$ cat src/common/fscpu_cfg.svh
`ifndef FSCPU_CFG_SVH
`define FSCPU_CFG_SVH

// motor datapath
`define FSCPU_SPEED_W      32
`define FSCPU_STEP_W       32

// discharge pwm
`define FSCPU_PWM_CNT_W    16
`define FSCPU_PWM_NUM_W    32

// request port, 32-bit parameter words
`define FSCPU_PARAM_WORDS  5

`define FSCPU_DEV_W        32

// bitmap positions, equal to the record command codes
`define FSCPU_DBIT_LR         4
`define FSCPU_DBIT_RR         5
`define FSCPU_DBIT_DISCHARGE  8

`define FSCPU_CMD_CFG   29
`define FSCPU_CMD_EXE   30
`define FSCPU_CMD_STOP  31

`endif

$ cat src/common/fscpu_pkg.sv
`include "fscpu_cfg.svh"

package fscpu_pkg;

	typedef enum logic [31:0] {
		CMD_MOTOR_LR  = `FSCPU_DBIT_LR,
		CMD_MOTOR_RR  = `FSCPU_DBIT_RR,
		CMD_DISCHARGE = `FSCPU_DBIT_DISCHARGE,
		CMD_CFG       = `FSCPU_CMD_CFG,
		CMD_EXE       = `FSCPU_CMD_EXE,
		CMD_STOP      = `FSCPU_CMD_STOP,
		CMD_OTHER     = 32'hffff_ffff	// anything not handled here
	} req_cmd_e;

	typedef struct packed {
		logic                                valid;
		req_cmd_e                            cmd;
		logic [`FSCPU_PARAM_WORDS-1:0][31:0] par;	// par[0] is the low word
	} req_s;

	typedef struct packed {
		logic                            abs;
		logic [`FSCPU_SPEED_W-1:0]       speed;
		logic signed [`FSCPU_STEP_W-1:0] step;
	} motor_req_s;

	typedef struct packed {
		logic                            start;
		logic                            stop;
		logic                            abs;
		logic [`FSCPU_SPEED_W-1:0]       speed;
		logic signed [`FSCPU_STEP_W-1:0] step;
	} motor_cmd_s;

	typedef struct packed {
		logic [`FSCPU_PWM_CNT_W-1:0] denominator;
		logic [`FSCPU_PWM_CNT_W-1:0] numerator0;
		logic [`FSCPU_PWM_CNT_W-1:0] numerator1;
		logic [`FSCPU_PWM_NUM_W-1:0] number0;
		logic [`FSCPU_PWM_NUM_W-1:0] number1;
	} discharge_req_s;

	typedef enum logic [2:0] {M_IDLE, M_START, M_WAIT_BUSY, M_WAIT_IDLE, M_DONE} motor_state_e;

	typedef enum logic [1:0] {D_IDLE, D_PHASE0, D_PHASE1, D_DONE} dis_phase_e;

endpackage

$ cat src/discharge/discharge_ctl.sv
`timescale 1ns/10ps
`include "fscpu_cfg.svh"

module discharge_ctl (
	input  logic                      clk,
	input  logic                      resetn,
	input  logic                      i_enable,
	input  fscpu_pkg::discharge_req_s i_req,
	output logic                      o_done,
	output logic                      o_discharge_resetn,
	output logic                      o_discharge_drive
);
	import fscpu_pkg::*;

	dis_phase_e                  phase;
	logic [`FSCPU_PWM_CNT_W-1:0] pwm_cnt;
	logic [`FSCPU_PWM_NUM_W-1:0] period_cnt;
	discharge_req_s              req_q;
	logic                        period_end;
	logic [`FSCPU_PWM_NUM_W-1:0] period_num;
	logic [`FSCPU_PWM_CNT_W-1:0] numerator;

	// settings of the running phase
	always_comb begin
		if (phase == D_PHASE1) begin
			period_num = req_q.number1;
			numerator  = req_q.numerator1;
		end else begin
			period_num = req_q.number0;
			numerator  = req_q.numerator0;
		end
	end

	assign period_end = (pwm_cnt == req_q.denominator - 1'b1);

	always_ff @(posedge clk) begin
		if (!resetn || !i_enable) begin
			phase      <= D_IDLE;
			pwm_cnt    <= '0;
			period_cnt <= '0;
		end else begin
			case (phase)
				D_IDLE: begin
					// empty phases are skipped
					if (i_req.number0 != '0)
						phase <= D_PHASE0;
					else if (i_req.number1 != '0)
						phase <= D_PHASE1;
					else
						phase <= D_DONE;
				end
				D_PHASE0, D_PHASE1: begin
					if (period_end) begin
						pwm_cnt <= '0;
						if (period_cnt == period_num - 1'b1) begin
							period_cnt <= '0;
							if (phase == D_PHASE0 && req_q.number1 != '0)
								phase <= D_PHASE1;
							else
								phase <= D_DONE;
						end else begin
							period_cnt <= period_cnt + 1'b1;
						end
					end else begin
						pwm_cnt <= pwm_cnt + 1'b1;
					end
				end
				default:
					phase <= D_DONE;	// parks until disabled
			endcase
		end
	end

	always_ff @(posedge clk) begin
		if (phase == D_IDLE)
			req_q <= i_req;
	end

	assign o_discharge_resetn = (phase == D_PHASE0) || (phase == D_PHASE1);
	assign o_discharge_drive  = o_discharge_resetn && (pwm_cnt < numerator);	// head of period
	assign o_done             = (phase == D_DONE);

	// counter stays inside the period
	a_pwm_in_period: assert property (@(posedge clk) disable iff (!resetn)
		(phase inside {D_PHASE0, D_PHASE1}) |-> (pwm_cnt < req_q.denominator));

endmodule

$ cat src/motor/rotate_motor_ctl.sv
`timescale 1ns/10ps

module rotate_motor_ctl (
	input  logic                  clk,
	input  logic                  resetn,
	input  logic                  i_enable,
	input  fscpu_pkg::motor_req_s i_req,
	input  logic                  i_m_state,
	output fscpu_pkg::motor_cmd_s o_cmd,
	output logic                  o_done
);
	import fscpu_pkg::*;

	motor_state_e state;
	logic         start_q;
	logic         stop_q;
	logic         enable_q;
	motor_req_s   req_q;

	// a disabled executor is held in reset
	always_ff @(posedge clk) begin
		if (!resetn || !i_enable) begin
			state   <= M_IDLE;
			start_q <= 1'b0;
		end else begin
			start_q <= 1'b0;
			case (state)
				M_IDLE: begin
					state   <= M_START;
					start_q <= 1'b1;
				end
				M_START:
					state <= M_WAIT_BUSY;
				M_WAIT_BUSY:
					if (i_m_state)
						state <= M_WAIT_IDLE;
				M_WAIT_IDLE:
					if (!i_m_state)
						state <= M_DONE;
				M_DONE:
					state <= M_DONE;
				default:
					state <= M_IDLE;
			endcase
		end
	end

	// payload follows the record until the start goes out
	always_ff @(posedge clk) begin
		if (state == M_IDLE)
			req_q <= i_req;
	end

	always_ff @(posedge clk) begin
		if (!resetn) begin
			enable_q <= 1'b0;
			stop_q   <= 1'b0;
		end else begin
			enable_q <= i_enable;
			stop_q   <= enable_q && !i_enable && i_m_state;	// cancelled mid move
		end
	end

	assign o_cmd = '{
		start: start_q,
		stop:  stop_q,
		abs:   req_q.abs,
		speed: req_q.speed,
		step:  req_q.step
	};

	assign o_done = (state == M_DONE);

	a_start_stop: assert property (@(posedge clk) disable iff (!resetn)
		!(o_cmd.start && o_cmd.stop));

endmodule

$ cat src/verilog/dev_dispatch.sv
`timescale 1ns/10ps
`include "fscpu_cfg.svh"

module dev_dispatch (
	input  logic                      clk,
	input  logic                      resetn,
	input  fscpu_pkg::req_s           i_req,
	input  logic [`FSCPU_DEV_W-1:0]   i_done,
	output logic [`FSCPU_DEV_W-1:0]   o_enable,
	output fscpu_pkg::motor_req_s     o_lr_req,
	output fscpu_pkg::motor_req_s     o_rr_req,
	output fscpu_pkg::discharge_req_s o_dis_req,
	output logic                      o_req_done
);
	import fscpu_pkg::*;

	logic [`FSCPU_DEV_W-1:0] stage_bmp;
	logic [`FSCPU_DEV_W-1:0] oper_bmp;
	logic [`FSCPU_DEV_W-1:0] rec_bit;
	logic                    all_done;
	logic                    done_q;
	logic [31:0]             par0;
	logic [31:0]             par1;
	logic [31:0]             par2;
	motor_req_s              motor_rec [`FSCPU_DBIT_LR:`FSCPU_DBIT_RR];
	discharge_req_s          dis_rec;

	assign par0 = i_req.par[0];
	assign par1 = i_req.par[1];
	assign par2 = i_req.par[2];

	always_ff @(posedge clk) begin
		for (int d = `FSCPU_DBIT_LR; d <= `FSCPU_DBIT_RR; d++) begin
			if (i_req.valid && i_req.cmd == req_cmd_e'(d)) begin
				motor_rec[d].abs   <= par0[1];
				motor_rec[d].speed <= par1[`FSCPU_SPEED_W-1:0];
				motor_rec[d].step  <= par2[`FSCPU_STEP_W-1:0];
			end
		end
	end

	always_ff @(posedge clk) begin
		if (i_req.valid && i_req.cmd == CMD_CFG)
			dis_rec.denominator <= par2[`FSCPU_PWM_CNT_W-1:0];
		if (i_req.valid && i_req.cmd == CMD_DISCHARGE) begin
			dis_rec.numerator0 <= par0[`FSCPU_PWM_CNT_W-1:0];
			dis_rec.numerator1 <= par0[16 +: `FSCPU_PWM_CNT_W];
			dis_rec.number0    <= par1[`FSCPU_PWM_NUM_W-1:0];
			dis_rec.number1    <= par2[`FSCPU_PWM_NUM_W-1:0];
		end
	end

	always_comb begin
		rec_bit = '0;
		if (i_req.valid) begin
			case (i_req.cmd)
				CMD_MOTOR_LR:  rec_bit[`FSCPU_DBIT_LR] = 1'b1;
				CMD_MOTOR_RR:  rec_bit[`FSCPU_DBIT_RR] = 1'b1;
				CMD_DISCHARGE: rec_bit[`FSCPU_DBIT_DISCHARGE] = 1'b1;
				default:       rec_bit = '0;
			endcase
		end
	end

	assign all_done = ((i_done & oper_bmp) == oper_bmp) && (oper_bmp != '0);

	always_ff @(posedge clk) begin
		if (!resetn) begin
			stage_bmp <= '0;
			oper_bmp  <= '0;
		end else if (i_req.valid && i_req.cmd == CMD_STOP) begin
			stage_bmp <= '0;
			oper_bmp  <= '0;
		end else if (i_req.valid && i_req.cmd == CMD_EXE) begin
			oper_bmp <= stage_bmp;
		end else if (all_done) begin
			// both clear together, every executor sees a reset cycle
			stage_bmp <= rec_bit;
			oper_bmp  <= '0;
		end else begin
			stage_bmp <= stage_bmp | rec_bit;
		end
	end

	always_ff @(posedge clk) begin
		if (!resetn)
			done_q <= 1'b0;
		else if (i_req.valid)
			done_q <= 1'b0;	// any request drops it
		else if (all_done)
			done_q <= 1'b1;
	end

	assign o_enable   = oper_bmp;
	assign o_lr_req   = motor_rec[`FSCPU_DBIT_LR];
	assign o_rr_req   = motor_rec[`FSCPU_DBIT_RR];
	assign o_dis_req  = dis_rec;
	assign o_req_done = done_q;

	// nothing runs unless it was staged first
	a_oper_in_stage: assert property (@(posedge clk) disable iff (!resetn)
		(oper_bmp == '0) || ((oper_bmp & ~stage_bmp) == '0));

endmodule

$ cat src/verilog/fscpu_top.sv
`timescale 1ns/10ps
`include "fscpu_cfg.svh"

module fscpu_top (
	input  logic                             clk,
	input  logic                             resetn,
	input  logic                             i_req_en,
	input  logic [31:0]                      i_req_cmd,
	input  logic [`FSCPU_PARAM_WORDS*32-1:0] i_req_param,
	output logic                             o_req_done,
	input  logic                             i_lr_state,
	output fscpu_pkg::motor_cmd_s            o_lr_cmd,
	input  logic                             i_rr_state,
	output fscpu_pkg::motor_cmd_s            o_rr_cmd,
	output logic                             o_discharge_resetn,
	output logic                             o_discharge_drive
);
	import fscpu_pkg::*;

	req_s                    dec_req;
	logic [`FSCPU_DEV_W-1:0] enable_bmp;
	wire  [`FSCPU_DEV_W-1:0] done_bmp;
	motor_req_s              lr_req;
	motor_req_s              rr_req;
	discharge_req_s          dis_req;

	// unused device slots never report done
	assign done_bmp[`FSCPU_DBIT_LR-1:0] = '0;
	assign done_bmp[`FSCPU_DBIT_DISCHARGE-1:`FSCPU_DBIT_RR+1] = '0;
	assign done_bmp[`FSCPU_DEV_W-1:`FSCPU_DBIT_DISCHARGE+1] = '0;

	req_decode u_decode (
		.clk         (clk),
		.resetn      (resetn),
		.i_req_en    (i_req_en),
		.i_req_cmd   (i_req_cmd),
		.i_req_param (i_req_param),
		.o_req       (dec_req)
	);

	dev_dispatch u_dispatch (
		.clk        (clk),
		.resetn     (resetn),
		.i_req      (dec_req),
		.i_done     (done_bmp),
		.o_enable   (enable_bmp),
		.o_lr_req   (lr_req),
		.o_rr_req   (rr_req),
		.o_dis_req  (dis_req),
		.o_req_done (o_req_done)
	);

	rotate_motor_ctl u_lr_motor (
		.clk       (clk),
		.resetn    (resetn),
		.i_enable  (enable_bmp[`FSCPU_DBIT_LR]),
		.i_req     (lr_req),
		.i_m_state (i_lr_state),
		.o_cmd     (o_lr_cmd),
		.o_done    (done_bmp[`FSCPU_DBIT_LR])
	);

	rotate_motor_ctl u_rr_motor (
		.clk       (clk),
		.resetn    (resetn),
		.i_enable  (enable_bmp[`FSCPU_DBIT_RR]),
		.i_req     (rr_req),
		.i_m_state (i_rr_state),
		.o_cmd     (o_rr_cmd),
		.o_done    (done_bmp[`FSCPU_DBIT_RR])
	);

	discharge_ctl u_discharge (
		.clk                (clk),
		.resetn             (resetn),
		.i_enable           (enable_bmp[`FSCPU_DBIT_DISCHARGE]),
		.i_req              (dis_req),
		.o_done             (done_bmp[`FSCPU_DBIT_DISCHARGE]),
		.o_discharge_resetn (o_discharge_resetn),
		.o_discharge_drive  (o_discharge_drive)
	);

endmodule

$ cat src/verilog/req_decode.sv
`timescale 1ns/10ps
`include "fscpu_cfg.svh"

module req_decode (
	input  logic                             clk,
	input  logic                             resetn,
	input  logic                             i_req_en,
	input  logic [31:0]                      i_req_cmd,
	input  logic [`FSCPU_PARAM_WORDS*32-1:0] i_req_param,
	output fscpu_pkg::req_s                  o_req
);
	import fscpu_pkg::*;

	logic                                valid_q;
	req_cmd_e                            cmd_q;
	logic [`FSCPU_PARAM_WORDS-1:0][31:0] par_q;

	// raw code to command, unknown codes fold into CMD_OTHER
	function automatic req_cmd_e classify(input logic [31:0] code);
		req_cmd_e cmd;
		case (code)
			CMD_MOTOR_LR:  cmd = CMD_MOTOR_LR;
			CMD_MOTOR_RR:  cmd = CMD_MOTOR_RR;
			CMD_DISCHARGE: cmd = CMD_DISCHARGE;
			CMD_CFG:       cmd = CMD_CFG;
			CMD_EXE:       cmd = CMD_EXE;
			CMD_STOP:      cmd = CMD_STOP;
			default:       cmd = CMD_OTHER;
		endcase
		return cmd;
	endfunction

	always_ff @(posedge clk) begin
		if (!resetn)
			valid_q <= 1'b0;
		else
			valid_q <= i_req_en;	// single cycle strobe
	end

	always_ff @(posedge clk) begin
		if (i_req_en) begin
			cmd_q <= classify(i_req_cmd);
			for (int w = 0; w < `FSCPU_PARAM_WORDS; w++)
				par_q[w] <= i_req_param[w*32 +: 32];
		end
	end

	assign o_req = '{
		valid: valid_q,
		cmd:   cmd_q,
		par:   par_q
	};

endmodule
$ cat config.mk
export PLATFORM = sky130hd
export DESIGN_NAME = fscpu_top
export DESIGN_NICKNAME = d
export VERILOG_FILES = /design/src/common/fscpu_pkg.sv /design/src/discharge/discharge_ctl.sv /design/src/motor/rotate_motor_ctl.sv /design/src/verilog/dev_dispatch.sv /design/src/verilog/fscpu_top.sv /design/src/verilog/req_decode.sv
export VERILOG_INCLUDE_DIRS = /design/src /design/src/common
export SDC_FILE = /design/constraint.sdc
export NUM_CORES = 1
export LEC_CHECK = 0
export ABC_AREA = 1
export BUFFER_PORTS_ARGS = -buffer_cell sky130_fd_sc_hd__buf_2
export CELL_PAD_IN_SITES_DETAIL_PLACEMENT = 0
export CELL_PAD_IN_SITES_GLOBAL_PLACEMENT = 1
export CORE_ASPECT_RATIO = 1.2
export CORE_MARGIN = 8
export CORE_UTILIZATION = 47
export DETAILED_ROUTE_END_ITERATION = 7
export GPL_TIMING_DRIVEN = 1
export PLACE_DENSITY_LB_ADDON = 0.08
export SYNTH_ARGS = -nofsm -noshare
export SYNTH_HDL_FRONTEND = slang
export SYNTH_SLANG_ARGS = --single-unit
$ cat constraint.sdc
create_clock -name clk -period 7.9 [get_ports clk]
set_input_delay 1.185 -clock clk [delete_from_list [all_inputs] [get_ports clk]]
set_output_delay 1.185 -clock clk [all_outputs]
set_load 0.01 [all_outputs]
==> results.json, run 1 <==
{
  "yosys_register_bits": 656,
  "clock_sinks": 656,
  "placed_cells": 2868,
  "antenna_found_initial": 6,
  "vias": 14700,
  "clock_skew_ns": 0.0237,
  "dp_hpwl_um": 42100,
  "die-width_um": 227,
  "hold_path_end": "u_discharge.req_q[111]$_DFFE_PP_",
  "synth-edff-count": 586,
  "max_slew_margin_pct": 21.0,
  "grt_max_degree": 95,
  "p_leak_nw": 11.3,
  "rows": 92,
  "gp_congestion": 0.853,
  "avgSynthCellArea_um2": 13.2,
  "netlist-cell-type-count": 47,
  "crit_path_end_kind": "primary output",
  "clock_latency_ns": 0.59,
  "max_freq_mhz": 203,
  "min_period_ns": 4.91,
  "start_util_pct": 47.7,
  "worstRegToRegCells": 19,
  "area_delta_synth_final_pct": 17.0,
  "ant_nets": 0,
  "holdPathStages": 0,
  "routed_wl_um": 57900,
  "drc": 0,
  "die_y_um": 269,
  "avgViaCountPerCell": 4.92,
  "core-area_mm2": 0.0526,
  "syn-num-nets": 2124,
  "hold_viol": 0,
  "grt_pass1_vias": 14900,
  "reg2reg_slack_ns": 3.80,
  "grt_util_met1_pct": 23.6,
  "power_density_mw_per_mm2": 235,
  "status": "completed",
  "portBuffers": 269,
  "synth_ff_type": "edfxtp_1",
  "cp-start-kind": "flop",
  "crit_type": "flop to primary output",
  "arrival_ns": 3.73,
  "dr.pass1.iters": 5,
  "cts_resized": 0,
  "grtUsageMet3_pct": 5.81,
  "cts_tree": "built",
  "n_fill_cell": 4427,
  "finalSetupViolCount": 0,
  "hold_ws_ns": 0.395,
  "clk_pin_slew_ns": 0.06,
  "grt.total_usage_pct": 18.9,
  "wl_per_cell_um": 19.4,
  "worst_slew_pin_slew_ns": 1.18,
  "grt_pass1_wl_um": 86600,
  "synthArstFlopShare_pct": 0,
  "period_share_pct": 62.2,
  "pin_count": 334,
  "rsz0062_at_grt": "false",
  "vdd_drop_max_mv": 0.205,
  "r2r-start": "u_discharge.phase[0]$_SDFFE_PP0P_",
  "htreeDepth": 3,
  "crit_fanout": 48,
  "postCtsSetupBuffers": 0,
  "maxSlewViolCount": 0,
  "final_cells": 2989,
  "clock_path_buffers": 3,
  "drv_cap": 0,
  "tns_ns": 0,
  "cp.required_ns": 6.71,
  "synth_area_mm2": 0.0251,
  "use_met2_pct": 31.7,
  "syn_inst": 1904,
  "root_buffer": "clkbuf_16",
  "min_path_type": "flop to flop",
  "cts_inserted_buffers": 66,
  "yosysSeqAreaShare_pct": 75.8,
  "die_area_mm2": 0.0610,
  "grt-ovfl-total": 0,
  "gr-max-usage-layer": "met2",
  "drive_above_1_share_pct": 18.1,
  "synth_warnings": 0,
  "worstReg2RegEnd": "u_discharge.period_cnt[15]$_SDFFE_PP0P_",
  "min_from": "u_dispatch.o_dis_req[111]$_DFFE_PP_",
  "drtIter0Drc": 927,
  "hold_buffers": 0,
  "nNetsFinal": 2451
}
[layout by cell type (no fill, tap or decap), drive strengths merged]
master / synthesis / final
nand4: 32 / 32
nand3b: 19 / 19
or2: 2 / 2
o21bai: 4 / 4
o21ai: 33 / 33
a311oi: 1 / 1
diode: 0 / 2
o311ai: 1 / 1
o211ai: 1 / 1
edfxtp: 586 / 586
nor4b: 1 / 1
o22ai: 1 / 1
a21oi: 28 / 28
o2111ai: 1 / 1
clkbuf: 3 / 85
or3: 1 / 1
dfxtp: 70 / 70
o221ai: 2 / 2
a211oi: 2 / 2
nor3: 32 / 32
bufinv: 0 / 3
and3: 2 / 2
ha: 23 / 23
a21o: 2 / 2
a31oi: 2 / 2
clkinv: 1 / 28
mux2i: 15 / 15
nor2: 191 / 191
inv: 217 / 221
buf: 18 / 280
xor2: 60 / 60
nor3b: 2 / 2
nand3: 83 / 83
xnor2: 10 / 10
nand2: 423 / 423
o31ai: 1 / 1
nor4: 34 / 34
[how the worst max path moves through the flow]
stage	from	end	slack [ns]	cells past startpoint
6_report	u_discharge.phase[0]$_SDFFE_PP0P_	o_discharge_drive	2.99	14
3_3_place_gp	u_discharge.phase[0]$_SDFFE_PP0P_	o_discharge_drive	3.50	14
4_1_cts	u_discharge.phase[0]$_SDFFE_PP0P_	o_discharge_drive	2.82	14
5_1_grt	u_discharge.phase[0]$_SDFFE_PP0P_	o_discharge_drive	2.57	14
2_1_floorplan	u_decode.cmd_q[4]$_DFFE_PP_	u_dispatch.motor_rec[4][0]$_DFFE_PP_	2.18	3
3_5_place_dp	u_discharge.phase[0]$_SDFFE_PP0P_	o_discharge_drive	3.48	14
[flip-flops by register name (all words and copies together) (netlist names)]
signal                  count
u_lr_motor.start_q          1
u_decode.o_req             96
u_lr_motor.o_cmd           65
u_decode.cmd_q              6
u_discharge.pwm_cnt        16
u_lr_motor.state            3
u_discharge.phase           2
u_rr_motor.start_q          1
u_dispatch.o_dis_req      112
u_lr_motor.stop_q           1
u_rr_motor.state            3
u_rr_motor.enable_q         1
u_discharge.period_cnt     32
u_dispatch.o_req_done       1
u_dispatch.o_enable         3
u_lr_motor.enable_q         1
u_rr_motor.o_cmd           65
u_decode.valid_q            1
u_discharge.req_q         112
u_rr_motor.stop_q           1
u_dispatch.stage_bmp        3
u_dispatch.motor_rec      130
[worst max-delay path, cell delays in order (launching register included)]
cell      delay (ns)
dfxtp_1         0.34
inv_1           0.13
ha_2            0.57
buf_4           0.51
inv_6           0.22
nor2_1          0.15
nor2_1          0.05
o21ai_0         0.07
a21oi_1         0.10
o21ai_0         0.19
nand4_1         0.11
o211ai_1        0.15
nor4b_1         0.30
nor3_1          0.09
buf_2           0.16
[logic make-up after synthesis]
family / share of synthesized area [%]
AND/OR/NAND/NOR: 14.3
flip-flops: 75.8
buffers and inverters: 3.96
AO/OA/AOI/OAI: 1.77
XOR/XNOR: 2.44
adder cells (fa/ha/maj): 1.15
multiplexers: 0.599
[report_power, final]
| part | internal, mW | leakage, nW | total [mW] | switching, mW |
|---|---|---|---|---|
| Clock | 1.69 | 1.01 | 2.96 | 1.27 |
| Sequential | 3.82 | 6.30 | 3.86 | 0.0403 |
| Combinational | 0.0286 | 4.03 | 0.0635 | 0.0348 |
[Yosys cell counts (2+ instances only)]
| library cell | count | area share, % |
|---|---|---|
| a211oi_1 | 2 | 0.060 |
| clkbuf_1 | 3 | 0.045 |
| o21bai_1 | 4 | 0.12 |
| and3_1 | 2 | 0.050 |
| a21o_1 | 2 | 0.060 |
| buf_2 | 3 | 0.060 |
| buf_4 | 5 | 0.15 |
| nand3b_1 | 19 | 0.57 |
| buf_6 | 9 | 0.40 |
| dfxtp_1 | 70 | 5.6 |
| nor2_4 | 3 | 0.13 |
| mux2i_1 | 15 | 0.60 |
| o221ai_1 | 2 | 0.070 |
| nand4_1 | 32 | 0.80 |
| inv_1 | 215 | 3.2 |
| nand3_1 | 82 | 1.6 |
| nor3b_1 | 2 | 0.060 |
| a21oi_1 | 28 | 0.56 |
| nor4_1 | 34 | 0.85 |
| nor3_1 | 31 | 0.62 |
| edfxtp_1 | 586 | 70 |
| nand2_2 | 11 | 0.27 |
| xnor2_1 | 10 | 0.35 |
| o21ai_0 | 31 | 0.62 |
| a31oi_1 | 2 | 0.050 |
| xor2_1 | 60 | 2.1 |
| ha_1 | 23 | 1.1 |
| o21ai_1 | 2 | 0.040 |
| nor2_2 | 13 | 0.32 |
| nand2_1 | 411 | 6.2 |
| nor2_1 | 175 | 2.6 |
| or2_2 | 2 | 0.050 |
[through the flow]
step | utilization (%) | power, mW | cell area (um2) | worst slack [ns]
2_1_floorplan | - | 3.92 | 25100 | 2.18
3_3_place_gp | 51.8 | 4.00 | 27300 | 3.50
3_5_place_dp | 51.8 | 4.00 | 27300 | 3.48
4_1_cts | 55.7 | 6.97 | 29300 | 2.82
5_1_grt | 55.7 | 7.11 | 29300 | 2.57
6_report | 55.8 | 6.89 | 29300 | 2.99
[layer usage]
layer / vias up / routed length [um]
met4: 8 / 943
met3: 74 / 3950
li1: 7222 / -
met2: 325 / 28600
met1: 7086 / 24400
met5: - / 55
[area by class of cell]
type	instances	area (um2)	area share [%]
Multi-Input combinational cell	1009	5130	17.5
Inverter	218	823	2.81
Clock inverter	34	302	1.03
Antenna cell	2	5.00	0.0171
Clock buffer	85	1750	5.98
Sequential cell	656	19000	64.8
Tap cell	705	882	3.01
Timing Repair Buffer	280	1430	4.88
Note: power is estimated with default switching activity, not from simulation.
==> run 2, diff against run 1 <==
--- a/config.mk
+++ b/config.mk
@@ -12,7 +12,7 @@
 export CELL_PAD_IN_SITES_GLOBAL_PLACEMENT = 1
 export CORE_ASPECT_RATIO = 1.2
 export CORE_MARGIN = 8
-export CORE_UTILIZATION = 47
+export CORE_UTILIZATION = 42
 export DETAILED_ROUTE_END_ITERATION = 7
 export GPL_TIMING_DRIVEN = 1
 export PLACE_DENSITY_LB_ADDON = 0.08
==> constraint.sdc (replaced) <==
create_clock -name clk -period 4.2 [get_ports clk]
set_input_delay 0.63 -clock clk [delete_from_list [all_inputs] [get_ports clk]]
set_output_delay 0.63 -clock clk [all_outputs]
set_load 0.01 [all_outputs]
==> results.json, run 2 (synthesized netlist as in run 1, its figures left out) <==
{
  "die_area_mm2": 0.0678,
  "drc": 0,
  "fin_util_pct": 50.1,
  "hold_buffers": 0,
  "hold_viol": 0,
  "final_cell_mix": "edfxtp_1, nand2_1, buf_2",
  "min_path_type": "primary input to flop",
  "start_util_pct": 42.3,
  "grt_max_degree": 83,
  "drive_above_1_share_pct": 18.9,
  "portBuffers": 269,
  "setup_ws_ns": 0.271,
  "antenna_found_initial": 2,
  "drtIter0Drc": 1015,
  "p_int_mw": 10.5,
  "ff_latch_area_mm2": 0.0190,
  "place_ws_ns": 0.601,
  "routed.top_layer": "met5",
  "path_cells": "inv_1, ha_4, buf_12, mux2i_1, ha_1, nand2_1, o21ai_0, nand4_1, o211ai_1, nor4b_1, nor3_1, buf_2",
  "die_y_um": 284,
  "placed_area_mm2": 0.0275,
  "cts_tree": "built",
  "n_fill_cell": 5260,
  "gp_congestion": 0.845,
  "crit_type": "flop to primary output",
  "cts_inserted_buffers": 67,
  "power.switching_mw": 2.63,
  "largest_register_ffs": 130,
  "avgViaCountPerCell": 4.76,
  "cp.required_ns": 3.57,
  "htreeDepth": 3,
  "seq_power_share_pct": 55.2,
  "clock_skew_ns": 0.0217,
  "grt.total_usage_pct": 17.4,
  "root_buffer": "clkbuf_16",
  "nNetsFinal": 2462,
  "power_density_mw_per_mm2": 444,
  "dp_hpwl_um": 43200,
  "clock_latency_ns": 0.61,
  "min_period_ns": 3.93,
  "vdd_drop_max_mv": 0.351,
  "grt_pass1_wl_um": 90000,
  "multi_input_area_mm2": 0.00515,
  "power.total_mw": 13.2,
  "vias": 14700,
  "final_common_cell": "edfxtp_1",
  "p_leak_nw": 11.5,
  "rsz0062_at_grt": "false",
  "reg2reg_slack_ns": 0.83,
  "crit_path_end_kind": "primary output",
  "crit_slowest_cell": "ha_4",
  "area_delta_synth_final_pct": 18.5,
  "final_area_mm2": 0.0297,
  "crit_fanout": 27,
  "p_clk_share_pct": 43.9,
  "cp-start-kind": "flop",
  "ant_nets": 0,
  "arrival_ns": 3.30,
  "regMostFlops": "u_dispatch.motor_rec",
  "final_cells": 3095,
  "maxSlewViolCount": 0,
  "routed_wl_um": 59000,
  "status": "completed",
  "max_slew_margin_pct": 25.4,
  "pin_count": 334,
  "grt_pass1_vias": 15200,
  "switching_share_pct": 20.0,
  "rows": 98,
  "die-width_um": 239,
  "finalSetupViolCount": 0,
  "placed_cells": 2973,
  "dr.pass1.iters": 7,
  "grt-ovfl-total": 0,
  "tns_ns": 0,
  "clk_pin_slew_ns": 0.06,
  "max_freq_mhz": 255,
  "period_share_pct": 93.5,
  "wl_met3_um": 3700,
  "postCtsSetupBuffers": 0,
  "cpPeakStageDelay_ns": 0.40,
  "clock_sinks": 656,
  "drv_cap": 0,
  "hold_ws_ns": 0.198,
  "dr_wl_met2_um": 29100,
  "share_comb_of_total_power_pct": 0.9,
  "core-area_mm2": 0.0593,
  "wl_per_cell_um": 19.1,
  "clock_path_buffers": 3,
  "worst_slew_pin_slew_ns": 1.12,
  "antenna_cells": 0,
  "wl_met1_um": 25000
}
## run 2: cell count changes in the layout (fill, tap and decap cells not counted), sizes merged
cell	before	now
diode	2	0
bufinv	3	5
buf	280	290
inv	221	222
clkinvlp	0	3
clkbuf	85	76
clkinv	28	34
## run 2: path summary, 6_finish.rpt
path                                      start                                      to  cells past startpoint
max reg2reg   u_discharge.phase[0]$_SDFFE_PP0P_  u_discharge.period_cnt[7]$_SDFFE_PP0P_                     19
min reg2reg  u_dispatch.o_dis_req[83]$_DFFE_PP_         u_discharge.req_q[83]$_DFFE_PP_                      0
max           u_discharge.phase[0]$_SDFFE_PP0P_                       o_discharge_drive                     12
min                             i_req_param[29]            u_decode.o_req[29]$_DFFE_PP_                      1
## run 2: cell type report
class | instances | share of cell area [%]
well taps | 800 | 3.37
clock inverters | 46 | 1.44
clock buffers | 76 | 5.79
flip-flops and latches | 656 | 64.0
inverters | 218 | 2.77
repair buffers | 290 | 5.32
multi-input cells | 1009 | 17.3
## run 2: worst max-delay path: cells and delay by family (launching register included)
family                   cells  cell delay, ns
flip-flops                   1            0.34
multiplexers                 1            0.10
adder cells (fa/ha/maj)      2            0.70
AO/OA/AOI/OAI                2            0.39
AND/OR/NAND/NOR              4            0.59
buffers and inverters        3            0.56
## run 2: per-layer routing
layer	global-route usage, %	up-vias
met5	0	-
met2	29.6	328
met4	4.69	4
met3	4.66	90
li1	-	7259
met1	21.7	7042
## run 2: repair_timing
item                                   CTS  global route
setup endpoints to repair                1             0
resized for setup                        1             0
endpoints found under the hold margin    0             0
## run 2: power by group through the flow
stage	clock (mW)	sequential (mW)	combinational, mW
6_report	5.79	7.27	0.123
5_1_grt	6.21	7.28	0.135
4_1_cts	5.97	7.27	0.126
3_5_place_dp	0	7.41	0.125
3_3_place_gp	0	7.41	0.123
2_1_floorplan	0	7.36	0.0197
==> run 3, diff against run 2 <==
--- a/config.mk
+++ b/config.mk
@@ -12,7 +12,7 @@
 export CELL_PAD_IN_SITES_GLOBAL_PLACEMENT = 1
 export CORE_ASPECT_RATIO = 1.2
 export CORE_MARGIN = 8
-export CORE_UTILIZATION = 42
+export CORE_UTILIZATION = 50
 export DETAILED_ROUTE_END_ITERATION = 7
 export GPL_TIMING_DRIVEN = 1
 export PLACE_DENSITY_LB_ADDON = 0.08
==> constraint.sdc (replaced) <==
create_clock -name clk -period 5.1 [get_ports clk]
set_input_delay 0.765 -clock clk [delete_from_list [all_inputs] [get_ports clk]]
set_output_delay 0.765 -clock clk [all_outputs]
set_load 0.01 [all_outputs]
==> results.json, run 3 (synthesized netlist as in run 1, its figures left out) <==
{
  "clock_latency_ns": 0.62,
  "die_area_mm2": 0.0576,
  "cts_inserted_buffers": 60,
  "worstRegToRegCells": 19,
  "largest_register_ffs": 130,
  "rsz0062_at_grt": "false",
  "arrival_ns": 3.61,
  "htreeDepth": 2,
  "root_buffer": "clkbuf_16",
  "vias": 14700,
  "rows": 90,
  "clock_skew_ns": 0.0232,
  "hold_viol": 0,
  "grt.total_usage_pct": 19.8,
  "cp.required_ns": 4.34,
  "max_slew_margin_pct": 31.9,
  "area_delta_synth_final_pct": 16.0,
  "worst_slew_pin_slew_ns": 1.02,
  "p_leak_nw": 11.3,
  "r2r-start": "u_discharge.phase[0]$_SDFFE_PP0P_",
  "status": "completed",
  "drive_above_1_share_pct": 17.8,
  "placed_cells": 2810,
  "min_from": "i_req_param[69]",
  "cts_resized": 0,
  "grt_max_degree": 76,
  "gp_congestion": 0.879,
  "start_util_pct": 50.3,
  "hold_buffers": 0,
  "die_y_um": 261,
  "routed_wl_um": 57400,
  "wl_per_cell_um": 19.6,
  "min_period_ns": 4.37,
  "die-width_um": 220,
  "finalSetupViolCount": 0,
  "startpoint": "u_discharge.phase[0]$_SDFFE_PP0P_",
  "hold_path_end": "u_decode.o_req[69]$_DFFE_PP_",
  "tns_ns": 0,
  "dr.pass1.iters": 5,
  "min_path_type": "primary input to flop",
  "dp_hpwl_um": 41800,
  "period_share_pct": 85.7,
  "core-area_mm2": 0.0499,
  "crit_type": "flop to primary output",
  "drc": 0,
  "power_density_mw_per_mm2": 356,
  "grt_pass1_vias": 14700,
  "grt_pass1_wl_um": 85500,
  "reg2reg_slack_ns": 1.41,
  "pin_count": 334,
  "clk_pin_slew_ns": 0.07,
  "postCtsSetupBuffers": 0,
  "final_common_cell": "edfxtp_1",
  "portBuffers": 269,
  "crit_fanout": 28,
  "regMostFlops": "u_dispatch.motor_rec",
  "crit_path_end_kind": "primary output",
  "clock_path_buffers": 3,
  "grt-ovfl-total": 0,
  "vdd_drop_max_mv": 0.327,
  "avgViaCountPerCell": 5.03,
  "max_freq_mhz": 229,
  "drv_cap": 0,
  "nNetsFinal": 2448,
  "final_cell_mix": "edfxtp_1, nand2_1, buf_2",
  "cp-start-kind": "flop",
  "cts_tree": "built",
  "maxSlewViolCount": 0,
  "antenna_found_initial": 6,
  "holdPathStages": 1,
  "ant_nets": 0,
  "final_cells": 2919,
  "worstReg2RegEnd": "u_discharge.period_cnt[7]$_SDFFE_PP0P_",
  "clock_sinks": 656,
  "drtIter0Drc": 1081
}
[run 3: cell count changes in the layout (fill, tap and decap cells not counted), sizes merged]
| cell | delta |
|---|---|
| bufinv | -1 |
| inv | -2 |
| buf | -7 |
| clkinvlp | -1 |
| clkbuf | -1 |
| diode | +3 |
| clkinv | -11 |
[run 3: how the worst max path moves through the flow]
stage	cells after the start	end	slack, ns
detailed placement	12	o_discharge_drive	1.32
global placement	12	o_discharge_drive	1.34
floorplan	3	u_dispatch.motor_rec[5][0]$_DFFE_PP_	1.15
finish	12	o_discharge_drive	0.73
CTS	12	o_discharge_drive	0.64
global route	12	o_discharge_drive	0.40
[run 3: power breakdown]
part	internal [mW]	switching (mW)
Combinational	0.0451	0.0566
Sequential	5.92	0.0610
Clock	2.37	1.90
Total	8.33	2.02
[run 3: metrics by stage]
step	worst slack, ns	area, um2	util [%]	hold WS, ns	power, mW
after floorplan	1.15	25100	-	0.392	6.08
after detailed placement	1.32	27200	54.6	0.405	6.20
after CTS	0.642	29100	58.3	0.275	10.5
final	0.729	29100	58.3	0.319	10.3
after global routing	0.404	29100	58.3	0.282	10.7
after global placement	1.34	27200	54.6	0.401	6.19
[run 3: critical path, stage by stage, from the launching register on]
cell and delay [ns]:
dfxtp_1 0.35, inv_1 0.13, ha_2 0.59, buf_4 0.43, mux2i_1 0.13, ha_1 0.30, nand2_1 0.05, o21ai_0 0.22
nand4_1 0.12, o211ai_1 0.13, nor4b_1 0.29, nor3_1 0.10, buf_2 0.16
[run 3: layout make-up]
class / count / area (um2)
Antenna cell: 3 / 7.51
Clock buffer: 75 / 1560
Clock inverter: 31 / 294
Fill cell: 4046 / 20800
Inverter: 218 / 823
Multi-Input combinational cell: 1009 / 5140
Sequential cell: 656 / 19000
Tap cell: 644 / 806
Timing Repair Buffer: 283 / 1470
[run 3: per-layer routing]
metal | up-vias | routed length [um] | track usage [%]
met5 | - | 40 | 0
met4 | 6 | 1060 | 4.82
li1 | 7215 | - | -
met3 | 72 | 3830 | 5.98
met1 | 7098 | 24000 | 25.0
met2 | 293 | 28400 | 33.2
